===== src/cvt_pkg.sv =====
`default_nettype none

package cvt_pkg;

    localparam int MAN_BITS = 23;
    localparam int EXP_BITS = 8;
    localparam int EXP_BIAS = 127;
    localparam int INT_W    = 32;          // Integer operand and result width
    localparam int MAN_W    = 32;          // Holds a whole integer or 1.mantissa
    localparam int EXP_W    = 9;           // Signed, covers smallest subnormal
    localparam int LZC_W    = 5;
    localparam int SHAMT_W  = 6;
    localparam int WIDE_W   = 2 * MAN_W + 1;

    // RISC-V frm encodings
    typedef enum logic [2:0] {
        RNE = 3'd0,
        RTZ = 3'd1,
        RDN = 3'd2,
        RUP = 3'd3,
        RMM = 3'd4
    } rnd_mode_e;

    typedef struct packed {
        logic is_normal;
        logic is_zero;
        logic is_subnormal;
        logic is_inf;
        logic is_nan;
        logic is_quiet;
        logic is_signaling;
    } fp_class_t;

    typedef struct packed {
        logic      is_itof;                // Else float to integer
        logic      is_unsigned;
        rnd_mode_e rnd;
    } cvt_op_t;

    typedef struct packed {
        logic nv;
        logic of;
        logic uf;
        logic nx;
    } fflags_t;

    // Unpacked operand
    typedef struct packed {
        cvt_op_t            op;
        fp_class_t          cls;
        logic               sign;
        logic [EXP_W-1:0]   exp;           // Biased, subnormals lifted by one
        logic [MAN_W-1:0]   mant;
    } s0_t;

    typedef struct packed {
        cvt_op_t            op;
        fp_class_t          cls;
        logic               sign;
        logic               mant_zero;
        logic [EXP_W-1:0]   exp;           // Unbiased true exponent
        logic [MAN_W-1:0]   mant;          // MSB set unless mant_zero
    } s1_t;

    typedef struct packed {
        cvt_op_t            op;
        fp_class_t          cls;
        logic               sign;
        logic               mant_zero;
        logic               of_before_round;
        logic [EXP_W-1:0]   exp;
        logic [WIDE_W-1:0]  mant;
    } s2_t;

    typedef struct packed {
        cvt_op_t            op;
        fp_class_t          cls;
        logic               sign;
        logic               mant_zero;
        logic               of_before_round;
        logic               rounded_sign;
        logic [INT_W-1:0]   rounded_abs;
        logic               fp_sticky_any;  // Round or sticky, float position
        logic               int_sticky_any; // Round or sticky, integer position
    } s3_t;

endpackage

`default_nettype wire


===== src/cvt_align.sv =====
`timescale 1ns/1ps
`default_nettype none

module cvt_align import cvt_pkg::*; #(
    parameter int TAG_W = 4
) (
    input  logic             clk,
    input  logic             rst_i,
    input  logic             advance_i,
    input  logic             valid_i,
    input  logic [TAG_W-1:0] tag_i,
    input  s1_t              s1_i,
    output logic             valid_o,
    output logic [TAG_W-1:0] tag_o,
    output s2_t              s2_o
);

    localparam int ITOF_OF_EXP     = 2**EXP_BITS - 1 - EXP_BIAS;   // Infinity exponent
    localparam int ITOF_MIN_EXP    = 1 - EXP_BIAS;                 // Smallest normal
    localparam int ITOF_STICKY_EXP = -MAN_BITS - EXP_BIAS;

    logic signed [EXP_W-1:0] exp_s;
    logic [WIDE_W-1:0]       preshift;
    logic [SHAMT_W-1:0]      shamt;
    logic [EXP_W-1:0]        final_exp;
    logic                    of_before_round;
    s2_t                     s2_d;

    always_comb begin
        exp_s           = $signed(s1_i.exp);
        final_exp       = EXP_W'(exp_s + EXP_BIAS);
        preshift        = {s1_i.mant, {(WIDE_W-MAN_W){1'b0}}};
        shamt           = '0;
        of_before_round = 1'b0;
        if (s1_i.op.is_itof) begin
            if (exp_s >= ITOF_OF_EXP) begin
                final_exp       = EXP_W'(2**EXP_BITS - 2);  // Largest normal
                preshift        = '1;                       // With round and sticky set
                of_before_round = 1'b1;
            end else if (exp_s < ITOF_STICKY_EXP) begin
                final_exp = '0;
                shamt     = SHAMT_W'(MAN_BITS + 2);         // Keep sticky bits alive
            end else if (exp_s < ITOF_MIN_EXP) begin
                final_exp = '0;                             // Denormal result
                shamt     = SHAMT_W'(ITOF_MIN_EXP - exp_s);
            end
        end else begin
            // Unsigned targets reach one bit further
            if (exp_s >= (s1_i.op.is_unsigned ? INT_W : INT_W - 1)) begin
                of_before_round = 1'b1;
            end else if (exp_s < -1) begin
                shamt = SHAMT_W'(INT_W + 1);                // Everything into sticky
            end else begin
                shamt = SHAMT_W'(INT_W - 1 - exp_s);
            end
        end
    end

    always_comb begin
        s2_d.op              = s1_i.op;
        s2_d.cls             = s1_i.cls;
        s2_d.sign            = s1_i.sign;
        s2_d.mant_zero       = s1_i.mant_zero;
        s2_d.of_before_round = of_before_round;
        s2_d.exp             = final_exp;
        s2_d.mant            = preshift >> shamt;
    end

    always_ff @(posedge clk) begin
        if (rst_i) begin
            valid_o <= 1'b0;
        end else if (advance_i) begin
            valid_o <= valid_i;
        end
    end

    always_ff @(posedge clk) begin
        if (advance_i) begin
            tag_o <= tag_i;
            s2_o  <= s2_d;
        end
    end

endmodule

`default_nettype wire


===== src/cvt_finalize.sv =====
`timescale 1ns/1ps
`default_nettype none

module cvt_finalize import cvt_pkg::*; #(
    parameter int TAG_W = 4
) (
    input  logic             clk,
    input  logic             rst_i,
    input  logic             ready_i,
    input  logic             valid_i,
    input  logic [TAG_W-1:0] tag_i,
    input  s3_t              s3_i,
    output logic             advance_o,
    output logic             valid_o,
    output logic [TAG_W-1:0] tag_o,
    output logic [31:0]      result_o,
    output fflags_t          fflags_o
);

    logic          stall;
    logic [EXP_BITS-1:0] res_exp;
    logic          uf_after_round;
    logic          of_after_round;
    logic [31:0]   fmt_result;
    logic [31:0]   int_res;
    logic          int_res_zero;
    logic          int_special;
    logic [31:0]   int_sat;
    logic [31:0]   result_d;
    fflags_t       flags_d;

    assign res_exp        = s3_i.rounded_abs[EXP_BITS+MAN_BITS-1:MAN_BITS];
    assign uf_after_round = (res_exp == '0);     // Denormal after rounding
    assign of_after_round = (res_exp == '1);     // Rounded up into infinity

    assign fmt_result = s3_i.mant_zero ? {s3_i.sign, 31'b0}
                                       : {s3_i.rounded_sign, s3_i.rounded_abs[30:0]};

    assign int_res      = s3_i.rounded_sign ? (-s3_i.rounded_abs) : s3_i.rounded_abs;
    assign int_res_zero = (int_res == '0);

    // NaN, infinity, out of range, or a negative value into unsigned
    assign int_special = s3_i.cls.is_nan | s3_i.cls.is_inf | s3_i.of_before_round
                       | (s3_i.sign & s3_i.op.is_unsigned & ~int_res_zero);

    // NaN saturates toward the positive end
    always_comb begin
        if (s3_i.sign && !s3_i.cls.is_nan) begin
            int_sat = {~s3_i.op.is_unsigned, 31'b0};
        end else begin
            int_sat = {s3_i.op.is_unsigned, {31{1'b1}}};
        end
    end

    always_comb begin
        flags_d = '0;
        if (s3_i.op.is_itof) begin
            result_d   = fmt_result;
            flags_d.nv = s3_i.of_before_round | of_after_round;
            flags_d.uf = uf_after_round & s3_i.fp_sticky_any;
            flags_d.nx = s3_i.fp_sticky_any;
        end else if (int_special) begin
            result_d   = int_sat;
            flags_d.nv = 1'b1;                   // Signaling NaN lands here too
        end else begin
            result_d   = int_res;
            flags_d.nx = s3_i.int_sticky_any;
        end
    end

    // Whole pipe freezes while a result waits downstream
    assign stall     = valid_o & ~ready_i;
    assign advance_o = ~stall;

    always_ff @(posedge clk) begin
        if (rst_i) begin
            valid_o <= 1'b0;
        end else if (advance_o) begin
            valid_o <= valid_i;
        end
    end

    always_ff @(posedge clk) begin
        if (advance_o) begin
            tag_o    <= tag_i;
            result_o <= result_d;
            fflags_o <= flags_d;
        end
    end

endmodule

`default_nettype wire


===== src/cvt_normalize.sv =====
`timescale 1ns/1ps
`default_nettype none

module cvt_normalize import cvt_pkg::*; #(
    parameter int TAG_W = 4
) (
    input  logic             clk,
    input  logic             rst_i,
    input  logic             advance_i,
    input  logic             valid_i,
    input  logic [TAG_W-1:0] tag_i,
    input  s0_t              s0_i,
    output logic             valid_o,
    output logic [TAG_W-1:0] tag_o,
    output s1_t              s1_o
);

    // Hidden bit of a float mantissa sits this far below the MSB
    localparam int FMT_SHIFT_COMP = MAN_W - 1 - MAN_BITS;

    logic [LZC_W-1:0] lz_cnt;
    s1_t              s1_d;

    // Last set bit scanning upward is the leading one
    always_comb begin
        lz_cnt = '0;
        for (int i = 0; i < MAN_W; i++) begin
            if (s0_i.mant[i]) lz_cnt = LZC_W'(MAN_W - 1 - i);
        end
    end

    always_comb begin
        s1_d.op        = s0_i.op;
        s1_d.cls       = s0_i.cls;
        s1_d.sign      = s0_i.sign;
        s1_d.mant_zero = ~|s0_i.mant;
        s1_d.mant      = s0_i.mant << lz_cnt;
        if (s0_i.op.is_itof) begin
            s1_d.exp = EXP_W'(MAN_W - 1) - {{(EXP_W-LZC_W){1'b0}}, lz_cnt};
        end else begin
            s1_d.exp = s0_i.exp + EXP_W'(FMT_SHIFT_COMP - EXP_BIAS)
                     - {{(EXP_W-LZC_W){1'b0}}, lz_cnt};
        end
    end

    always_ff @(posedge clk) begin
        if (rst_i) begin
            valid_o <= 1'b0;
        end else if (advance_i) begin
            valid_o <= valid_i;
        end
    end

    always_ff @(posedge clk) begin
        if (advance_i) begin
            tag_o <= tag_i;
            s1_o  <= s1_d;
        end
    end

endmodule

`default_nettype wire


===== src/cvt_round.sv =====
`timescale 1ns/1ps
`default_nettype none

module cvt_round import cvt_pkg::*; #(
    parameter int TAG_W = 4
) (
    input  logic             clk,
    input  logic             rst_i,
    input  logic             advance_i,
    input  logic             valid_i,
    input  logic [TAG_W-1:0] tag_i,
    input  s2_t              s2_i,
    output logic             valid_o,
    output logic [TAG_W-1:0] tag_o,
    output s3_t              s3_o
);

    localparam int FP_STICKY_N  = 2 * MAN_W - MAN_BITS - 1;  // Below mantissa and round bit
    localparam int INT_STICKY_N = 2 * MAN_W - INT_W;         // Below integer and round bit

    logic [MAN_BITS-1:0] final_mant;
    logic [INT_W-1:0]    final_int;
    logic [1:0]          fp_rs;
    logic [1:0]          int_rs;
    logic [1:0]          rs;
    logic [INT_W-1:0]    pre_abs;
    logic                round_up;
    s3_t                 s3_d;

    // Hidden bit at 2*MAN_W is dropped for float results
    assign final_mant = s2_i.mant[2*MAN_W-1 -: MAN_BITS];
    assign fp_rs[1]   = s2_i.mant[2*MAN_W-1-MAN_BITS];
    assign fp_rs[0]   = |s2_i.mant[FP_STICKY_N-1:0];
    assign final_int  = s2_i.mant[2*MAN_W -: INT_W];
    assign int_rs[1]  = s2_i.mant[2*MAN_W-INT_W];
    assign int_rs[0]  = |s2_i.mant[INT_STICKY_N-1:0];

    assign rs      = s2_i.op.is_itof ? fp_rs : int_rs;
    assign pre_abs = s2_i.op.is_itof ? {1'b0, s2_i.exp[EXP_BITS-1:0], final_mant} : final_int;

    always_comb begin
        case (s2_i.op.rnd)
            RNE:     round_up = rs[1] & (rs[0] | pre_abs[0]);  // Tie goes to even
            RTZ:     round_up = 1'b0;
            RDN:     round_up = (|rs) & s2_i.sign;
            RUP:     round_up = (|rs) & ~s2_i.sign;
            RMM:     round_up = rs[1];
            default: round_up = 1'b0;
        endcase
    end

    // Carry out of the mantissa bumps the exponent by itself
    always_comb begin
        s3_d.op              = s2_i.op;
        s3_d.cls             = s2_i.cls;
        s3_d.sign            = s2_i.sign;
        s3_d.mant_zero       = s2_i.mant_zero;
        s3_d.of_before_round = s2_i.of_before_round;
        s3_d.rounded_sign    = s2_i.sign;
        s3_d.rounded_abs     = pre_abs + {{(INT_W-1){1'b0}}, round_up};
        s3_d.fp_sticky_any   = |fp_rs;
        s3_d.int_sticky_any  = |int_rs;
    end

    always_ff @(posedge clk) begin
        if (rst_i) begin
            valid_o <= 1'b0;
        end else if (advance_i) begin
            valid_o <= valid_i;
        end
    end

    always_ff @(posedge clk) begin
        if (advance_i) begin
            tag_o <= tag_i;
            s3_o  <= s3_d;
        end
    end

endmodule

`default_nettype wire


===== src/cvt_unpack.sv =====
`timescale 1ns/1ps
`default_nettype none

module cvt_unpack import cvt_pkg::*; #(
    parameter int TAG_W = 4
) (
    input  logic             clk,
    input  logic             rst_i,
    input  logic             advance_i,
    input  logic             valid_i,
    input  logic [TAG_W-1:0] tag_i,
    input  cvt_op_t          op_i,
    input  logic [31:0]      data_i,
    output logic             valid_o,
    output logic [TAG_W-1:0] tag_o,
    output s0_t              s0_o
);

    logic             exp_ones;
    logic             exp_zero;
    logic             man_zero;
    logic             int_sign;
    logic [MAN_W-1:0] int_mant;
    logic [MAN_W-1:0] fmt_mant;
    fp_class_t        cls;
    s0_t              s0_d;

    assign exp_ones = &data_i[MAN_BITS+EXP_BITS-1:MAN_BITS];
    assign exp_zero = ~|data_i[MAN_BITS+EXP_BITS-1:MAN_BITS];
    assign man_zero = ~|data_i[MAN_BITS-1:0];

    // Classify operand as binary32
    assign cls.is_normal    = ~exp_zero & ~exp_ones;
    assign cls.is_zero      = exp_zero & man_zero;
    assign cls.is_subnormal = exp_zero & ~man_zero;
    assign cls.is_inf       = exp_ones & man_zero;
    assign cls.is_nan       = exp_ones & ~man_zero;
    assign cls.is_quiet     = cls.is_nan & data_i[MAN_BITS-1];
    assign cls.is_signaling = cls.is_nan & ~data_i[MAN_BITS-1];

    assign int_sign = data_i[31] & ~op_i.is_unsigned;
    assign int_mant = int_sign ? (-data_i) : data_i;   // Two's complement magnitude
    assign fmt_mant = {{(MAN_W-MAN_BITS-1){1'b0}}, cls.is_normal, data_i[MAN_BITS-1:0]};

    always_comb begin
        s0_d.op   = op_i;
        s0_d.cls  = cls;
        s0_d.sign = op_i.is_itof ? int_sign : data_i[31];
        // Subnormals share the exponent of the smallest normal
        s0_d.exp  = {1'b0, data_i[MAN_BITS+EXP_BITS-1:MAN_BITS]}
                  + {{(EXP_W-1){1'b0}}, cls.is_subnormal};
        s0_d.mant = op_i.is_itof ? int_mant : fmt_mant;
    end

    always_ff @(posedge clk) begin
        if (rst_i) begin
            valid_o <= 1'b0;
        end else if (advance_i) begin
            valid_o <= valid_i;
        end
    end

    always_ff @(posedge clk) begin
        if (advance_i) begin
            tag_o <= tag_i;
            s0_o  <= s0_d;
        end
    end

endmodule

`default_nettype wire


===== src/fp_cvt.sv =====
`timescale 1ns/1ps
`default_nettype none

module fp_cvt import cvt_pkg::*; #(
    parameter int TAG_W = 4
) (
    input  logic             clk,
    input  logic             rst_i,
    input  logic             valid_i,
    input  logic [TAG_W-1:0] tag_i,
    input  cvt_op_t          op_i,
    input  logic [31:0]      data_i,
    input  logic             ready_i,
    output logic             ready_o,           // Also the global advance
    output logic             valid_o,
    output logic [TAG_W-1:0] tag_o,
    output logic [31:0]      result_o,
    output fflags_t          fflags_o
);

    logic             valid_s0, valid_s1, valid_s2, valid_s3;
    logic [TAG_W-1:0] tag_s0, tag_s1, tag_s2, tag_s3;
    s0_t              s0;
    s1_t              s1;
    s2_t              s2;
    s3_t              s3;

    cvt_unpack #(.TAG_W(TAG_W)) u_unpack (
        .clk(clk), .rst_i(rst_i), .advance_i(ready_o),
        .valid_i(valid_i), .tag_i(tag_i), .op_i(op_i), .data_i(data_i),
        .valid_o(valid_s0), .tag_o(tag_s0), .s0_o(s0)
    );

    cvt_normalize #(.TAG_W(TAG_W)) u_normalize (
        .clk(clk), .rst_i(rst_i), .advance_i(ready_o),
        .valid_i(valid_s0), .tag_i(tag_s0), .s0_i(s0),
        .valid_o(valid_s1), .tag_o(tag_s1), .s1_o(s1)
    );

    cvt_align #(.TAG_W(TAG_W)) u_align (
        .clk(clk), .rst_i(rst_i), .advance_i(ready_o),
        .valid_i(valid_s1), .tag_i(tag_s1), .s1_i(s1),
        .valid_o(valid_s2), .tag_o(tag_s2), .s2_o(s2)
    );

    cvt_round #(.TAG_W(TAG_W)) u_round (
        .clk(clk), .rst_i(rst_i), .advance_i(ready_o),
        .valid_i(valid_s2), .tag_i(tag_s2), .s2_i(s2),
        .valid_o(valid_s3), .tag_o(tag_s3), .s3_o(s3)
    );

    cvt_finalize #(.TAG_W(TAG_W)) u_finalize (
        .clk(clk), .rst_i(rst_i), .ready_i(ready_i),
        .valid_i(valid_s3), .tag_i(tag_s3), .s3_i(s3),
        .advance_o(ready_o), .valid_o(valid_o), .tag_o(tag_o),
        .result_o(result_o), .fflags_o(fflags_o)
    );

endmodule

`default_nettype wire


===== config.mk =====
export PLATFORM = sky130hd
export DESIGN_NAME = fp_cvt
export DESIGN_NICKNAME = d
export VERILOG_FILES = /design/src/cvt_pkg.sv /design/src/cvt_align.sv /design/src/cvt_finalize.sv /design/src/cvt_normalize.sv /design/src/cvt_round.sv /design/src/cvt_unpack.sv /design/src/fp_cvt.sv
export SDC_FILE = /design/constraint.sdc
export NUM_CORES = 1
export LEC_CHECK = 0
export BUFFER_PORTS_ARGS = -buffer_cell sky130_fd_sc_hd__buf_2
export CORE_MARGIN = 1.5
export CORE_UTILIZATION = 45
export CTS_CLUSTER_DIAMETER = 60
export CTS_CLUSTER_SIZE = 12
export DETAILED_ROUTE_END_ITERATION = 10
export GPL_TIMING_DRIVEN = 0
export PLACE_DENSITY = 0.6
export SYNTH_ARGS = -nofsm -noshare
export SYNTH_HDL_FRONTEND = slang
export SYNTH_SLANG_ARGS = --single-unit
export TNS_END_PERCENT = 50

===== constraint.sdc =====
create_clock -name clk -period 20.4 [get_ports clk]
set_input_delay 2.04 -clock clk [delete_from_list [all_inputs] [get_ports clk]]
set_output_delay 2.04 -clock clk [all_outputs]
set_load 0.01 [all_outputs]

==> impl_metrics.prom <==
# TYPE chip_impl_metric gauge
chip_impl_info{name="outcome",value="complete, but fails checks"} 1
chip_impl_info{name="failed_checks",value="DRC"} 1
chip_impl_metric{name="grt_first_pass_wirelength",unit="um"} 83800
chip_impl_metric{name="start_util",unit="%"} 45.6
chip_impl_metric{name="quantity_of_i_o_buffers_inserted_on_ports",unit=""} 84
chip_impl_metric{name="globalRouteMet1Util",unit="%"} 34.4
chip_impl_metric{name="final_antenna_net_count",unit=""} 0
chip_impl_info{name="ctsRootBufferMaster",value="sky130_fd_sc_hd__clkbuf_16"} 1
chip_impl_metric{name="worst_ep_required_time",unit="ns"} 20.70
chip_impl_metric{name="clock.fmax",unit="MHz"} 150
chip_impl_metric{name="final-setup-viol-count",unit=""} 0
chip_impl_metric{name="place_congestion",unit=""} 0.975
chip_impl_metric{name="num_io_pins",unit=""} 87
chip_impl_metric{name="cts_hold_repair_buffers",unit=""} 0
chip_impl_metric{name="layout-drive-gt1-share",unit="%"} 10.1
chip_impl_metric{name="share_clk_of_total_power",unit="%"} 22.5
chip_impl_metric{name="post_synth_inst_count",unit=""} 1818
chip_impl_metric{name="die_w",unit="um"} 203
chip_impl_metric{name="total_leakage_power",unit="uW"} 0.00778
chip_impl_metric{name="clock_transition_at_the_registers_of_the_reported_paths",unit="ns"} 0.06
chip_impl_info{name="crit-reg2reg-capture",value="u_round.s3_o[32]$_DFFE_PN_"} 1
chip_impl_info{name="grt_setup_unrepaired",value="no"} 1
chip_impl_metric{name="place_ws",unit="ns"} 13.70
chip_impl_metric{name="routedWlPerCell",unit="um"} 21.8
chip_impl_metric{name="drt-vias-per-instance",unit=""} 6.11
chip_impl_metric{name="drv_slew",unit=""} 0
chip_impl_metric{name="gr-usage-met2",unit="%"} 43.5
chip_impl_metric{name="die_height",unit="um"} 203
chip_impl_metric{name="layout-area-overhead-vs-synth",unit="%"} 12.1
chip_impl_metric{name="cellPowerDensity",unit="mW/mm2"} 122
chip_impl_metric{name="cts_made_buffers",unit=""} 34
chip_impl_metric{name="hpwl",unit="um"} 41100
chip_impl_metric{name="diodes",unit=""} 0
chip_impl_metric{name="num_vias",unit=""} 15153
chip_impl_metric{name="design_power_total",unit="uW"} 2460
chip_impl_metric{name="grt_overflow",unit=""} 0
chip_impl_metric{name="cts.repair_timing.setup_buffer_count",unit=""} 0
chip_impl_metric{name="die_area",unit="mm2"} 0.0414
chip_impl_metric{name="worst_ir_drop_vdd",unit="V"} 0.0000587
chip_impl_metric{name="wirelength",unit="um"} 54100
chip_impl_metric{name="synth-warning-count",unit=""} 0
chip_impl_metric{name="nNetsFinal",unit=""} 2015
chip_impl_metric{name="intPower",unit="uW"} 1500
chip_impl_metric{name="synth-seq-cells",unit=""} 283
chip_impl_metric{name="comb_power_share",unit="%"} 36.7
chip_impl_info{name="critPathLaunchType",value="flop"} 1
chip_impl_info{name="min_to",value="u_normalize.s1_o[52]$_DFFE_PN_"} 1
chip_impl_info{name="critical_path.endpoint_type",value="flop"} 1
chip_impl_metric{name="min_period_over_period",unit="%"} 32.7
chip_impl_metric{name="synthesis.area",unit="mm2"} 0.0181
chip_impl_metric{name="global_route.usage.total",unit="%"} 26.1
chip_impl_metric{name="synth-seq-area-share",unit="%"} 46.7
chip_impl_metric{name="switching_share",unit="%"} 39.2
chip_impl_info{name="tritoncts",value="yes"} 1
chip_impl_metric{name="final.setup.worst_slack",unit="ns"} 13.72
chip_impl_metric{name="remaining_drc_errors",unit=""} 1
chip_impl_metric{name="synthesis.area_per_instance",unit="um2"} 9.94
chip_impl_info{name="min-delay-start",value="u_unpack.s0_o[51]$_DFFE_PN_"} 1
chip_impl_metric{name="cts_num_sinks",unit=""} 283
chip_impl_metric{name="finalWorstPathRequiredPeriod",unit="ns"} 6.68
chip_impl_metric{name="final.setup.tns",unit="ns"} 0
chip_impl_metric{name="synthArstFlopShare",unit="%"} 0
chip_impl_info{name="hold_class",value="flop to flop"} 1
chip_impl_metric{name="worst_slew_margin_rel",unit="%"} 23.0
chip_impl_metric{name="slew_worst_pin",unit="ns"} 1.15
chip_impl_metric{name="gates_resized_cts_repair",unit=""} 0
chip_impl_info{name="critical_setup_path_kind",value="flop to flop"} 1
chip_impl_metric{name="syn_nets",unit=""} 1891
chip_impl_metric{name="met3_usage_in_global_routing",unit="%"} 4.36
chip_impl_info{name="timing.rr.start",value="u_align.s2_o[88]$_DFFE_PN_"} 1
chip_impl_metric{name="via_count_of_the_first_global_routing_pass",unit=""} 14399
chip_impl_metric{name="synth_edf_count",unit=""} 278
chip_impl_metric{name="critPathMaxFanout",unit=""} 10
chip_impl_metric{name="clock_insertion_delay_worst_skew",unit="ns"} 0.55
chip_impl_metric{name="final_hold_fails",unit=""} 0
chip_impl_metric{name="ctsLongestPathBuffers",unit=""} 3
chip_impl_metric{name="std_cell_rows",unit=""} 73
chip_impl_metric{name="fin_skew",unit="ns"} 0.0198
chip_impl_metric{name="initialDrtViolationCount",unit=""} 1341
chip_impl_info{name="timing.critical_path.from",value="u_align.s2_o[88]$_DFFE_PN_"} 1
chip_impl_metric{name="hold_depth",unit=""} 0
chip_impl_metric{name="h-tree-depth",unit=""} 2
chip_impl_metric{name="power.share.sequential",unit="%"} 40.8
chip_impl_info{name="synth_top_flop_cell",value="sky130_fd_sc_hd__edfxtp_1"} 1
chip_impl_metric{name="worst_ep_arrival_time",unit="ns"} 6.98
chip_impl_metric{name="synth_unique_cells",unit=""} 82
chip_impl_metric{name="drt_pre_antenna_iters",unit=""} 11
chip_impl_metric{name="grt_antenna_before_repair",unit=""} 0
chip_impl_metric{name="core-area",unit="mm2"} 0.0396
chip_impl_metric{name="p_switching",unit="uW"} 966
chip_impl_metric{name="max_cap_viol_count",unit=""} 0
chip_impl_metric{name="grt_max_degree",unit=""} 74
chip_impl_metric{name="worst-r2r-cell-count",unit=""} 20
chip_impl_info{name="global_route.peak_usage_layer",value="met2"} 1
chip_impl_metric{name="regToRegSetupSlack",unit="ns"} 13.72
-- cells by family (layout without fill, tap and decap cells) --
family                     Yosys count  after routing  synth area share (%)
and+or+nand+nor                    620            620                  16.4
buffers and inverters              150            288                  3.39
other                                1              1                0.0207
adders and majority gates           28             28                  1.98
muxes                              164            164                  9.41
xor gates and xnor gates           106            106                  5.14
DFF                                283            283                  46.7
AOI/OAI and AO/OA                  466            466                  17.0
-- critical path: stages, from the launching register on --
cell and delay [ns]:
sky130_fd_sc_hd__edfxtp_1 0.48, sky130_fd_sc_hd__clkbuf_1 0.31, sky130_fd_sc_hd__clkbuf_1 0.36, sky130_fd_sc_hd__clkbuf_1 0.33, sky130_fd_sc_hd__clkbuf_1 0.38, sky130_fd_sc_hd__buf_1 0.35, sky130_fd_sc_hd__buf_1 0.52, sky130_fd_sc_hd__clkbuf_1 0.51
sky130_fd_sc_hd__a21oi_1 0.13, sky130_fd_sc_hd__nor2_1 0.11, sky130_fd_sc_hd__ha_1 0.20, sky130_fd_sc_hd__ha_1 0.20, sky130_fd_sc_hd__a21boi_1 0.29, sky130_fd_sc_hd__o211ai_1 0.22, sky130_fd_sc_hd__or3_1 0.47, sky130_fd_sc_hd__nand4b_1 0.32
sky130_fd_sc_hd__or4_1 0.57, sky130_fd_sc_hd__nand2b_1 0.20, sky130_fd_sc_hd__nor2_1 0.21, sky130_fd_sc_hd__nand2_1 0.09, sky130_fd_sc_hd__xor2_1 0.15
-- Yosys cell counts, drive strengths merged, types with 19 or more instances --
master | instances | share of area (%)
edfxtp | 278 | 46
nor2 | 186 | 3.9
nand2 | 165 | 3.5
mux2i | 143 | 7.9
o21ai | 121 | 3.4
a21oi | 99 | 2.8
clkbuf | 78 | 1.6
xnor2 | 53 | 2.6
xor2 | 53 | 2.6
nor3 | 50 | 1.4
inv | 42 | 0.87
nand3 | 40 | 1.1
nor4 | 31 | 1.1
buf | 29 | 0.87
and2 | 27 | 0.93
ha | 27 | 1.9
o22ai | 23 | 0.80
o211ai | 22 | 0.91
a31oi | 19 | 0.66
nand2b | 19 | 0.66
-- how the worst max path moves through the flow --
stage / end / slack [ns] / cells after the start
global placement: ready_o / 4.57 / 4
floorplan: ready_o / 8.44 / 2
finish: u_round.s3_o[32]$_DFFE_PN_ / 13.72 / 20
detailed placement: u_round.s3_o[32]$_DFFE_PN_ / 13.70 / 20
CTS: u_round.s3_o[32]$_DFFE_PN_ / 13.68 / 20
global route: u_round.s3_o[32]$_DFFE_PN_ / 13.15 / 20
-- registers in the layout, indices dropped and copies added (netlist names) --
register and cells:
u_align.s2_o 83, u_normalize.s1_o 50, u_unpack.s0_o 49, u_round.s3_o 41, u_finalize.result_o 32, u_align.tag_o 4
u_finalize.tag_o 4, u_normalize.tag_o 4, u_round.tag_o 4, u_unpack.tag_o 4, u_finalize.fflags_o 3, u_align.valid_o 1
u_finalize.valid_o 1, u_normalize.valid_o 1, u_round.valid_o 1, u_unpack.valid_o 1
-- power by group through the flow --
stage	Combinational, uW	Sequential (uW)	Clock (uW)
after floorplan	594	965	0
after detailed placement	878	1010	0
final	904	1000	555
after global placement	879	1010	0
after global routing	973	1020	594
after CTS	884	1000	572
-- through the flow --
stage	hold slack, ns	std cells	cell area [um2]	utilization, %
floorplan	0.400	1818	18100	-
global placement	0.401	2427	19200	48.3
detailed placement	0.405	2431	19300	48.6
CTS	0.418	2481	20300	51.1
global route	0.423	2481	20300	51.1
finish	0.417	2481	20300	51.1
-- per-layer routing --
metal / up-vias / wire (um)
met1: 7344 / 23200
met3: 107 / 3500
met2: 603 / 25700
li1: 7099 / -
met4: 0 / 1680
met5: - / 0
-- cells in the final DEF, fill, tap and decap left out, types with 7 or more instances in the layout --
cell / netlist / final
sky130_fd_sc_hd__or3_1: 15 / 15
sky130_fd_sc_hd__mux2i_1: 143 / 143
sky130_fd_sc_hd__a221oi_1: 13 / 13
sky130_fd_sc_hd__a22oi_1: 17 / 17
sky130_fd_sc_hd__xor2_1: 53 / 53
sky130_fd_sc_hd__nor2_1: 186 / 186
sky130_fd_sc_hd__buf_2: 9 / 93
sky130_fd_sc_hd__o221ai_1: 10 / 10
sky130_fd_sc_hd__o21ai_0: 113 / 113
sky130_fd_sc_hd__a21o_1: 11 / 11
sky130_fd_sc_hd__nor2b_1: 18 / 18
sky130_fd_sc_hd__o21ai_1: 8 / 8
sky130_fd_sc_hd__nor3_1: 50 / 50
sky130_fd_sc_hd__nand2_1: 164 / 164
sky130_fd_sc_hd__buf_1: 14 / 14
sky130_fd_sc_hd__and2_1: 27 / 27
sky130_fd_sc_hd__and3_1: 12 / 12
sky130_fd_sc_hd__o22ai_1: 23 / 23
sky130_fd_sc_hd__a21oi_1: 98 / 98
sky130_fd_sc_hd__xnor2_1: 53 / 53
sky130_fd_sc_hd__clkbuf_1: 78 / 80
sky130_fd_sc_hd__nand2b_1: 19 / 19
sky130_fd_sc_hd__nor4_1: 31 / 31
sky130_fd_sc_hd__a211o_1: 11 / 11
sky130_fd_sc_hd__or4_1: 10 / 10
sky130_fd_sc_hd__a31oi_1: 19 / 19
sky130_fd_sc_hd__nand4_1: 17 / 17
sky130_fd_sc_hd__ha_1: 27 / 27
sky130_fd_sc_hd__o31ai_1: 16 / 16
sky130_fd_sc_hd__o211ai_1: 22 / 22
sky130_fd_sc_hd__edfxtp_1: 278 / 278
sky130_fd_sc_hd__mux2_2: 18 / 18
sky130_fd_sc_hd__inv_1: 40 / 40
sky130_fd_sc_hd__o21a_1: 15 / 15
sky130_fd_sc_hd__clkbuf_16: 0 / 35
sky130_fd_sc_hd__or2_2: 11 / 11
sky130_fd_sc_hd__a211oi_1: 15 / 15
sky130_fd_sc_hd__nand3_1: 40 / 40
sky130_fd_sc_hd__o41ai_1: 7 / 7
-- final cells by class --
cell class              instances  area (um2)
plain buffers                 107         454
clock buffers                  38         887
clock inverters                12         113
fillers                      3677       19400
inverters                      43         161
multi-input cells            1385        9010
flip-flops and latches        283        8450
well taps                     525         657
repair buffers                 88         531
No activity file was read; power rests on OpenSTA's default activity.
